===== config.mk =====
export PLATFORM = sky130hd
export DESIGN_NAME = rv_id_top
export DESIGN_NICKNAME = d
export VERILOG_FILES = /design/src/source/rv_id_pkg.sv /design/src/source/div_datapath.sv /design/src/source/div_fsm.sv /design/src/source/div_step_counter.sv /design/src/source/rv_decoder.sv /design/src/source/rv_id_top.sv /design/src/source/rv_imm_ext.sv /design/src/source/rv_regfile.sv
export SDC_FILE = /design/constraint.sdc
export NUM_CORES = 2
export LEC_CHECK = 0
export BUFFER_PORTS_ARGS = -buffer_cell sky130_fd_sc_hd__buf_2
export CAP_MARGIN = 25
export CORE_UTILIZATION = 25
export DETAILED_ROUTE_END_ITERATION = 8
export PLACE_DENSITY_LB_ADDON = 0.12
export RECOVER_POWER = 50
export SLEW_MARGIN = 20
export SYNTH_ARGS = -nofsm -noshare
export SYNTH_HDL_FRONTEND = slang
export SYNTH_SLANG_ARGS = --single-unit

===== constraint.sdc =====
create_clock -name clk -period 10.32 [get_ports clk]
set_clock_uncertainty 0.1 [all_clocks]
set_input_delay 2.064 -clock clk [delete_from_list [all_inputs] [get_ports clk]]
set_output_delay 2.064 -clock clk [all_outputs]
set_load 0.02 [all_outputs]

===== src/source/rv_id_pkg.sv =====
package rv_id_pkg;

    // major opcodes handled by this decode stage
    typedef enum logic [6:0] {
        OPC_OP     = 7'b0110011,
        OPC_OP_IMM = 7'b0010011,
        OPC_LUI    = 7'b0110111,
        OPC_AUIPC  = 7'b0010111,
        OPC_JAL    = 7'b1101111,
        OPC_JALR   = 7'b1100111,
        OPC_BRANCH = 7'b1100011,
        OPC_SYSTEM = 7'b1110011
    } rv_opcode_e;

    // alu control, same width as the old aluctr bus
    typedef enum logic [4:0] {
        ALU_ADD    = 5'd0,
        ALU_SUB    = 5'd1,
        ALU_SLL    = 5'd2,
        ALU_SLT    = 5'd3,
        ALU_SLTU   = 5'd4,
        ALU_XOR    = 5'd5,
        ALU_SRL    = 5'd6,
        ALU_SRA    = 5'd7,
        ALU_OR     = 5'd8,
        ALU_AND    = 5'd9,
        ALU_PASS_B = 5'd10
    } alu_op_e;

    typedef enum logic [2:0] {
        IMM_NONE = 3'd0,
        IMM_I    = 3'd1,
        IMM_S    = 3'd2,
        IMM_B    = 3'd3,
        IMM_U    = 3'd4,
        IMM_J    = 3'd5
    } imm_fmt_e;

    // low two bits of funct3 (4..7)
    typedef enum logic [1:0] {
        DIV_DIV  = 2'd0,
        DIV_DIVU = 2'd1,
        DIV_REM  = 2'd2,
        DIV_REMU = 2'd3
    } div_op_e;

    typedef enum logic [1:0] {
        DIV_IDLE = 2'd0,
        DIV_RUN  = 2'd1,
        DIV_FIX  = 2'd2
    } div_state_e;

    typedef struct packed {
        alu_op_e    alu_op;
        // src1 from pc instead of rs1
        logic       src1_pc;
        // src2: 0 rs2, 1 imm, 2 const 4
        logic [1:0] src2_sel;
        imm_fmt_e   imm_fmt;
        logic       is_jal;
        logic       is_jalr;
        logic       is_brc;
        logic       wb_en;
        logic [4:0] rs1_idx;
        logic [4:0] rs2_idx;
        logic [4:0] rd_idx;
        logic       div_en;
        div_op_e    div_op;
        logic       trap;
    } id_ctrl_t;

    typedef struct packed {
        div_op_e    div_op;
        logic [4:0] rd_idx;
    } div_req_t;

endpackage


===== src/source/div_datapath.sv =====
`timescale 1ns/1ps

module div_datapath import rv_id_pkg::*; #(
    parameter int XLEN = 32
) (
    input  logic            clk,
    input  logic            rst_n_i,
    input  logic            start_i,
    input  logic            step_en_i,
    input  logic            fix_i,
    input  div_req_t        req_i,
    input  logic [XLEN-1:0] dividend_i,
    input  logic [XLEN-1:0] divisor_i,
    output logic [XLEN-1:0] result_o,
    output logic [4:0]      rd_o
);

    localparam logic [XLEN-1:0] MIN_NEG = {1'b1, {(XLEN-1){1'b0}}};

    div_req_t        req_q;
    logic [XLEN-1:0] rem_q;
    logic [XLEN-1:0] quo_q;
    logic [XLEN-1:0] dvs_q;
    logic [XLEN-1:0] dvd_q;
    logic            neg_q_q;
    logic            neg_r_q;
    logic            zero_q;
    logic            ovf_q;
    logic            is_signed;
    logic            a_neg;
    logic            b_neg;
    logic [XLEN:0]   rem_shift;
    logic [XLEN:0]   rem_diff;
    logic [XLEN-1:0] quo_fix;
    logic [XLEN-1:0] rem_fix;

    assign is_signed = (req_i.div_op == DIV_DIV) || (req_i.div_op == DIV_REM);
    assign a_neg     = is_signed && dividend_i[XLEN-1];
    assign b_neg     = is_signed && divisor_i[XLEN-1];

    // sign and special-case flags
    always_ff @(posedge clk) begin
        if (!rst_n_i) begin
            neg_q_q <= 1'b0;
            neg_r_q <= 1'b0;
            zero_q  <= 1'b0;
            ovf_q   <= 1'b0;
        end else if (start_i) begin
            neg_q_q <= a_neg ^ b_neg;
            // remainder takes the dividend sign
            neg_r_q <= a_neg;
            zero_q  <= (divisor_i == '0);
            ovf_q   <= is_signed && (dividend_i == MIN_NEG) && (divisor_i == '1);
        end
    end

    // trial subtract on the shifted remainder
    assign rem_shift = {rem_q, quo_q[XLEN-1]};
    assign rem_diff  = rem_shift - {1'b0, dvs_q};

    always_ff @(posedge clk) begin
        if (start_i) begin
            req_q <= req_i;
            dvd_q <= dividend_i;
            rem_q <= '0;
            quo_q <= a_neg ? -dividend_i : dividend_i;
            dvs_q <= b_neg ? -divisor_i : divisor_i;
        end else if (step_en_i) begin
            if (!rem_diff[XLEN]) begin
                rem_q <= rem_diff[XLEN-1:0];
                quo_q <= {quo_q[XLEN-2:0], 1'b1};
            end else begin
                // restore, keep the shifted value
                rem_q <= rem_shift[XLEN-1:0];
                quo_q <= {quo_q[XLEN-2:0], 1'b0};
            end
        end
    end

    always_comb begin
        quo_fix = neg_q_q ? -quo_q : quo_q;
        rem_fix = neg_r_q ? -rem_q : rem_q;
        // /0: q all ones, r is the dividend
        if (zero_q) begin
            quo_fix = '1;
            rem_fix = dvd_q;
        end else if (ovf_q) begin
            quo_fix = dvd_q;
            rem_fix = '0;
        end
    end

    // only meaningful in the fix cycle
    assign result_o = !fix_i ? '0 :
                      (req_q.div_op == DIV_REM || req_q.div_op == DIV_REMU) ? rem_fix : quo_fix;
    assign rd_o     = req_q.rd_idx;

endmodule


===== src/source/div_fsm.sv =====
`timescale 1ns/1ps

module div_fsm import rv_id_pkg::*; (
    input  logic clk,
    input  logic rst_n_i,
    input  logic start_i,
    input  logic last_i,
    output logic step_en_o,
    output logic cnt_clr_o,
    output logic fix_o,
    output logic done_o,
    output logic busy_o
);

    div_state_e state_q;
    div_state_e state_d;

    always_comb begin
        state_d = state_q;
        case (state_q)
            DIV_IDLE: if (start_i) state_d = DIV_RUN;
            // leave after the last shift-subtract
            DIV_RUN:  if (last_i) state_d = DIV_FIX;
            // single correction cycle
            DIV_FIX:  state_d = DIV_IDLE;
            default:  state_d = DIV_IDLE;
        endcase
    end

    always_ff @(posedge clk) begin
        if (!rst_n_i) begin
            state_q <= DIV_IDLE;
        end else begin
            state_q <= state_d;
        end
    end

    // counter restarts with every accepted divide
    assign cnt_clr_o = (state_q == DIV_IDLE) && start_i;
    assign step_en_o = (state_q == DIV_RUN);
    assign fix_o     = (state_q == DIV_FIX);
    assign done_o    = (state_q == DIV_FIX);
    assign busy_o    = (state_q != DIV_IDLE);

endmodule


===== src/source/div_step_counter.sv =====
`timescale 1ns/1ps

module div_step_counter #(
    parameter int XLEN = 32
) (
    input  logic clk,
    input  logic rst_n_i,
    input  logic clr_i,
    input  logic en_i,
    output logic last_o
);

    localparam int CW = $clog2(XLEN);

    logic [CW-1:0] cnt_q;

    always_ff @(posedge clk) begin
        if (!rst_n_i || clr_i) begin
            cnt_q <= '0;
        end else if (en_i) begin
            cnt_q <= cnt_q + 1'b1;
        end
    end

    // step xlen-1 is the final shift
    assign last_o = (cnt_q == CW'(XLEN - 1));

endmodule


===== src/source/rv_decoder.sv =====
`timescale 1ns/1ps

module rv_decoder import rv_id_pkg::*; (
    input  logic [31:0] instr_i,
    output id_ctrl_t    ctrl_o
);

    logic [2:0] funct3;
    logic [6:0] funct7;

    assign funct3 = instr_i[14:12];
    assign funct7 = instr_i[31:25];

    // shared funct3 table for OP and OP-IMM
    function automatic alu_op_e alu_from_f3(input logic [2:0] f3, input logic alt);
        alu_op_e op;
        case (f3)
            3'b000:  op = alt ? ALU_SUB : ALU_ADD;
            3'b001:  op = ALU_SLL;
            3'b010:  op = ALU_SLT;
            3'b011:  op = ALU_SLTU;
            3'b100:  op = ALU_XOR;
            3'b101:  op = alt ? ALU_SRA : ALU_SRL;
            3'b110:  op = ALU_OR;
            default: op = ALU_AND;
        endcase
        return op;
    endfunction

    always_comb begin
        // unknown encodings fall out as all zero
        ctrl_o = '0;
        case (instr_i[6:0])
            OPC_OP: begin
                if (funct7 == 7'b0000001) begin
                    // M extension, only the divide half
                    if (funct3[2]) begin
                        ctrl_o.div_en  = 1'b1;
                        ctrl_o.div_op  = div_op_e'(funct3[1:0]);
                        ctrl_o.rs1_idx = instr_i[19:15];
                        ctrl_o.rs2_idx = instr_i[24:20];
                        // result goes back through the wb port, not here
                        ctrl_o.rd_idx  = instr_i[11:7];
                    end
                end else begin
                    ctrl_o.alu_op  = alu_from_f3(funct3, instr_i[30]);
                    ctrl_o.wb_en   = 1'b1;
                    ctrl_o.rs1_idx = instr_i[19:15];
                    ctrl_o.rs2_idx = instr_i[24:20];
                    ctrl_o.rd_idx  = instr_i[11:7];
                end
            end
            OPC_OP_IMM: begin
                // bit 30 only selects srai
                ctrl_o.alu_op   = alu_from_f3(funct3, (funct3 == 3'b101) && instr_i[30]);
                ctrl_o.src2_sel = 2'd1;
                ctrl_o.imm_fmt  = IMM_I;
                ctrl_o.wb_en    = 1'b1;
                ctrl_o.rs1_idx  = instr_i[19:15];
                ctrl_o.rd_idx   = instr_i[11:7];
            end
            OPC_LUI: begin
                ctrl_o.alu_op   = ALU_PASS_B;
                ctrl_o.src2_sel = 2'd1;
                ctrl_o.imm_fmt  = IMM_U;
                ctrl_o.wb_en    = 1'b1;
                ctrl_o.rd_idx   = instr_i[11:7];
            end
            OPC_AUIPC: begin
                ctrl_o.alu_op   = ALU_ADD;
                ctrl_o.src1_pc  = 1'b1;
                ctrl_o.src2_sel = 2'd1;
                ctrl_o.imm_fmt  = IMM_U;
                ctrl_o.wb_en    = 1'b1;
                ctrl_o.rd_idx   = instr_i[11:7];
            end
            OPC_JAL: begin
                // link value is pc + 4
                ctrl_o.alu_op   = ALU_ADD;
                ctrl_o.src1_pc  = 1'b1;
                ctrl_o.src2_sel = 2'd2;
                ctrl_o.imm_fmt  = IMM_J;
                ctrl_o.is_jal   = 1'b1;
                ctrl_o.wb_en    = 1'b1;
                ctrl_o.rd_idx   = instr_i[11:7];
            end
            OPC_JALR: begin
                ctrl_o.alu_op   = ALU_ADD;
                ctrl_o.src1_pc  = 1'b1;
                ctrl_o.src2_sel = 2'd2;
                ctrl_o.imm_fmt  = IMM_I;
                ctrl_o.is_jalr  = 1'b1;
                ctrl_o.wb_en    = 1'b1;
                ctrl_o.rs1_idx  = instr_i[19:15];
                ctrl_o.rd_idx   = instr_i[11:7];
            end
            OPC_BRANCH: begin
                // 010 and 011 are reserved
                if (funct3[2:1] != 2'b01) begin
                    case (funct3[2:1])
                        2'b00:   ctrl_o.alu_op = ALU_SUB;
                        2'b10:   ctrl_o.alu_op = ALU_SLT;
                        default: ctrl_o.alu_op = ALU_SLTU;
                    endcase
                    ctrl_o.imm_fmt = IMM_B;
                    ctrl_o.is_brc  = 1'b1;
                    ctrl_o.rs1_idx = instr_i[19:15];
                    ctrl_o.rs2_idx = instr_i[24:20];
                end
            end
            OPC_SYSTEM: begin
                // ebreak only, other system ops stay zero
                ctrl_o.trap = (instr_i == 32'h0010_0073);
            end
            default: ;
        endcase
    end

endmodule


===== src/source/rv_id_top.sv =====
`timescale 1ns/1ps

module rv_id_top import rv_id_pkg::*; #(
    parameter int XLEN = 32
) (
    input  logic            clk,
    input  logic            rst_n_i,
    input  logic            instr_valid_i,
    input  logic [31:0]     instr_i,
    input  logic            wb_en_i,
    input  logic [4:0]      wb_rd_i,
    input  logic [XLEN-1:0] wb_data_i,
    output id_ctrl_t        ctrl_o,
    output logic [XLEN-1:0] rs1_o,
    output logic [XLEN-1:0] rs2_o,
    output logic [XLEN-1:0] imm_o,
    output logic [XLEN-1:0] a0_o,
    output logic            stall_o,
    output logic            div_busy_o,
    output logic            div_done_o,
    output logic [XLEN-1:0] div_result_o,
    output logic [4:0]      div_rd_o
);

    id_ctrl_t ctrl;
    div_req_t div_req;
    logic     div_start;
    logic     step_en;
    logic     cnt_clr;
    logic     last_step;
    logic     fix;

    assign ctrl_o = ctrl;

    // accept a divide only when the unit is free
    assign div_start = instr_valid_i && ctrl.div_en && !div_busy_o;
    // held divide waits here, other ops pass
    assign stall_o   = instr_valid_i && ctrl.div_en && div_busy_o;

    assign div_req.div_op = ctrl.div_op;
    assign div_req.rd_idx = ctrl.rd_idx;

    rv_decoder rv_decoder_u (
        .instr_i (instr_i),
        .ctrl_o  (ctrl)
    );

    rv_imm_ext #(.XLEN(XLEN)) rv_imm_ext_u (
        .instr_imm_i (instr_i[31:7]),
        .imm_fmt_i   (ctrl.imm_fmt),
        .imm_o       (imm_o)
    );

    // single write port, divide results come back through wb
    rv_regfile #(.XLEN(XLEN)) rv_regfile_u (
        .clk        (clk),
        .rst_n_i    (rst_n_i),
        .rs1_addr_i (ctrl.rs1_idx),
        .rs2_addr_i (ctrl.rs2_idx),
        .rs1_data_o (rs1_o),
        .rs2_data_o (rs2_o),
        .wr_addr_i  (wb_rd_i),
        .wr_data_i  (wb_data_i),
        .wr_en_i    (wb_en_i),
        .a0_o       (a0_o)
    );

    div_fsm div_fsm_u (
        .clk       (clk),
        .rst_n_i   (rst_n_i),
        .start_i   (div_start),
        .last_i    (last_step),
        .step_en_o (step_en),
        .cnt_clr_o (cnt_clr),
        .fix_o     (fix),
        .done_o    (div_done_o),
        .busy_o    (div_busy_o)
    );

    div_step_counter #(.XLEN(XLEN)) div_step_counter_u (
        .clk     (clk),
        .rst_n_i (rst_n_i),
        .clr_i   (cnt_clr),
        .en_i    (step_en),
        .last_o  (last_step)
    );

    div_datapath #(.XLEN(XLEN)) div_datapath_u (
        .clk        (clk),
        .rst_n_i    (rst_n_i),
        .start_i    (div_start),
        .step_en_i  (step_en),
        .fix_i      (fix),
        .req_i      (div_req),
        .dividend_i (rs1_o),
        .divisor_i  (rs2_o),
        .result_o   (div_result_o),
        .rd_o       (div_rd_o)
    );

endmodule


===== src/source/rv_imm_ext.sv =====
`timescale 1ns/1ps

module rv_imm_ext import rv_id_pkg::*; #(
    parameter int XLEN = 32
) (
    input  logic [24:0]     instr_imm_i,
    input  imm_fmt_e        imm_fmt_i,
    output logic [XLEN-1:0] imm_o
);

    // instr bit k sits at instr_imm_i[k-7]
    logic [31:0] imm_raw;

    always_comb begin
        case (imm_fmt_i)
            IMM_I: imm_raw = {{20{instr_imm_i[24]}}, instr_imm_i[24:13]};
            IMM_S: imm_raw = {{20{instr_imm_i[24]}}, instr_imm_i[24:18], instr_imm_i[4:0]};
            IMM_B: imm_raw = {{20{instr_imm_i[24]}}, instr_imm_i[0], instr_imm_i[23:18],
                              instr_imm_i[4:1], 1'b0};
            IMM_U: imm_raw = {instr_imm_i[24:5], 12'b0};
            IMM_J: imm_raw = {{12{instr_imm_i[24]}}, instr_imm_i[12:5], instr_imm_i[13],
                              instr_imm_i[23:14], 1'b0};
            default: imm_raw = '0;
        endcase
    end

    // widen to xlen keeping the sign
    assign imm_o = XLEN'($signed(imm_raw));

endmodule


===== src/source/rv_regfile.sv =====
`timescale 1ns/1ps

module rv_regfile #(
    parameter int XLEN = 32
) (
    input  logic            clk,
    input  logic            rst_n_i,
    input  logic [4:0]      rs1_addr_i,
    input  logic [4:0]      rs2_addr_i,
    output logic [XLEN-1:0] rs1_data_o,
    output logic [XLEN-1:0] rs2_data_o,
    input  logic [4:0]      wr_addr_i,
    input  logic [XLEN-1:0] wr_data_i,
    input  logic            wr_en_i,
    output logic [XLEN-1:0] a0_o
);

    logic [XLEN-1:0] regs [32];

    always_ff @(posedge clk) begin
        if (!rst_n_i) begin
            for (int i = 0; i < 32; i++) begin
                regs[i] <= '0;
            end
        end else if (wr_en_i && (wr_addr_i != 5'd0)) begin
            regs[wr_addr_i] <= wr_data_i;
        end
    end

    // no bypass, a write shows up next cycle
    assign rs1_data_o = regs[rs1_addr_i];
    assign rs2_data_o = regs[rs2_addr_i];

    // x10 tap for end of test checks
    assign a0_o = regs[10];

endmodule


==> impl_metrics.env <==
export IMPL_status="finished, violations left"
export IMPL_failed_checks="max-capacitance violations, max-slew violations"
export IMPL_pre_cts_ws_ns=1.530
export IMPL_netlist_area_leader_share_pct=48.94
export IMPL_drive_gt1_share_pct=17.98
export IMPL_ir_worst_vdd_mv=0.1342
export IMPL_ys_types=121
export IMPL_wl_met2_mm=169.7
export IMPL_synthArstFlopShare_pct=0
export IMPL_p_leak_nw=27.39
export IMPL_critPathMaxFanout=28
export IMPL_pin_count=275
export IMPL_cp_end_kind="output port"
export IMPL_overflow=0
export IMPL_die_h_microns=527.7
export IMPL_crit_arrival_ns=7.02
export IMPL_cts_buffer_depth=3
export IMPL_grtUsageTotal_pct=26.86
export IMPL_die_x_microns=527.7
export IMPL_yosysTopAreaCell="edfxtp_1"
export IMPL_numPortBuffers=273
export IMPL_cts_tree="yes"
export IMPL_met1_length_mm=161.6
export IMPL_maxCapViolations=55
export IMPL_row_count=192
export IMPL_synth_area_top_cells="edfxtp_1 49%, and2_1 9.3%, mux4_2 6.7%"
export IMPL_cts_setup_buffers=0
export IMPL_path_clk_slew_ns=0.06
export IMPL_numCtsBuffers=150
export IMPL_final_common_cell="edfxtp_1"
export IMPL_route_met3_wl_mm=32.73
export IMPL_start_util_pct=25.19
export IMPL_ctsResizeCount=0
export IMPL_critical_path_class="in -> out"
export IMPL_drc_errors=0
export IMPL_fin_area_sq_um=79430
export IMPL_final_hold_viol_count=0
export IMPL_hpwl_mm=256.4
export IMPL_num_vias=55830
export IMPL_finalSetupViolCount=0
export IMPL_clock_root_buffer="clkbuf_16"
export IMPL_seq_area_frac_synth_pct=50.18
export IMPL_grt_pass1_wl_mm=507.1
export IMPL_syn_inst=6075
export IMPL_die_area_sq_um=278500
export IMPL_h_tree_depth=4
export IMPL_clock_latency_ns=0.84
export IMPL_setup_tns_ns=0
export IMPL_synth_area_per_cell_sq_um=11.37
export IMPL_slew_headroom_pct=-183.3
export IMPL_synth_warnings=0
export IMPL_rsz0062_at_grt="no"
export IMPL_highest_layer="met5"
export IMPL_syn_area_sq_um=69100
export IMPL_layout_min_cycle_time_ns=9.183
export IMPL_synth_seq_cells=1169
export IMPL_startpoint_type="input port"
export IMPL_layout_common_cells="1126 x edfxtp_1, 636 x and2_1, 392 x and2_0"
export IMPL_cts_hold_buf=0
export IMPL_dr_first_iter_drc_count=7419
export IMPL_power_w=0.01285
export IMPL_num_fill_cells=28320
export IMPL_fmax_mhz=108.9
export IMPL_core_area_sq_um=274300
export IMPL_fin_crit_sh_pct=88.99
export IMPL_worst_pin_slew_ns=4.250
export IMPL_setup_ws_ns=1.137
export IMPL_power_density_nw_per_um2=161.7
export IMPL_wire_per_inst_microns=38.37
export IMPL_first_pass_iters=6
export IMPL_hp_class="reg -> reg"
export IMPL_syn_to_final_growth_pct=14.95
export IMPL_numClockSinks=1169
export IMPL_maxSlewViolCount=1704
export IMPL_synth_edf_count=1126
export IMPL_nNetsFinal=6324
export IMPL_totalWireLength_mm=384.8
export IMPL_place_area_sq_um=75110
export IMPL_grt_pass1_vias=53050
export IMPL_finalWeightedCongestion=0.9357
export IMPL_grt_max_degree=69
export IMPL_worst_ep_required_time_ns=8.16
export IMPL_antenna_found_initial=48
export IMPL_ant_nets=0
export IMPL_post_drt_via_cell_ratio=5.567
export IMPL_synth_main_ff_cell="edfxtp_1"
==> sequential cells by signal (all words and copies together), names as in the netlist <==
signal	cells
div_datapath_u.req_q	1
div_datapath_u.neg_r_q	1
div_step_counter_u.cnt_q	5
rv_regfile_u.regs	1024
div_datapath_u.zero_q	1
div_datapath_u.dvs_q	32
div_datapath_u.dvd_q	32
div_datapath_u.quo_q	32
div_datapath_u.neg_q_q	1
div_datapath_u.rd_o	5
div_datapath_u.ovf_q	1
div_fsm_u.state_q	2
div_datapath_u.rem_q	32
==> cell families (layout without fill, tap and decap cells) <==
group,count (synthesis),count (layout),synth area share (%)
XOR/XNOR,141,141,1.787
adder cells (fa/ha/maj),40,40,0.7352
multiplexers,534,534,11.65
buffers and inverters,721,942,5.029
flip-flops,1169,1169,50.18
AO/OA/AOI/OAI,1363,1363,13.61
other,1,48,0.005427
AND/OR/NAND/NOR,2106,2106,17.00
==> metal layers <==
layer	up-vias	track usage, %
li1	23030	-
met1	28790	35.94
met2	3254	41.29
met3	747	5.395
met4	10	12.93
met5	-	0
==> power by group <==
part           leakage [nW]  total (W)  switching [W]  internal (W)
combinational          14.1    0.00202        0.00142      0.000596
clock                  2.26    0.00515        0.00229       0.00285
sequential             11.0    0.00568       0.000205       0.00547
total                  27.4     0.0128        0.00392       0.00892
==> through the flow <==
step / utilization [%] / hold slack (ns) / cells
after floorplan: - / 0.3406 / 6107
after global placement: 27.38 / 0.3456 / 9744
after detailed placement: 27.38 / 0.3701 / 9744
after CTS: 29.06 / 0.3781 / 10010
after global routing: 28.94 / 0.4165 / 10020
final: 28.95 / 0.3739 / 10030
==> layout make-up <==
cell class	instances	area (sq um)	area share (%)
clock inverter	85	690.7	0.8696
sequential	1169	34670	43.66
antenna	15	37.54	0.04726
inverter	146	555.5	0.6994
clock buffer	184	3913	4.926
multi-input combinational	4217	31690	39.90
tap	3686	4612	5.807
timing repair buffer	527	3252	4.094
==> path summary, 6_finish.rpt <==
kind                                       to  depth (start not counted)  slack [ns]                         from
hold / removal    div_step_counter_u.cnt_q[1]                          2        0.37  div_step_counter_u.cnt_q[1]
setup reg to reg     div_datapath_u.dvs_q[27]                         11        4.69     rv_regfile_u.regs[10][6]
hold reg to reg   div_step_counter_u.cnt_q[1]                          2        0.37  div_step_counter_u.cnt_q[1]
setup / recovery                    rs2_o[18]                         11        1.14                  instr_i[30]
==> cell usage after synthesis, drive strengths merged, types with 34 or more instances <==
cell type and instances:
edfxtp 1126, and2 1028, nor2 347, clkbuf 338
a21oi 310, nand2 298, o21ai 262, buf 237
mux2i 228, mux4 206, inv 143, o22ai 107
mux2 100, xnor2 84, o221ai 82, a211oi 75
nor3 75, nand3 70, a221oi 57, xor2 57
a31oi 54, nand2b 47, o211ai 46, dfxtp 43
nor2b 41, ha 39, a21o 36, o2111ai 35
nand4 34
==> critical path: stages <==
cell and delay [ns]:
buf_2 0.13, nor4_1 0.81, a31oi_4 0.36, buf_4 0.36
o211ai_4 0.55, inv_4 0.46, a221oi_1 0.62, a211o_1 0.32
o311a_1 0.72, inv_1 0.25, buf_2 0.23
No activity file was read; power rests on OpenSTA's default activity.
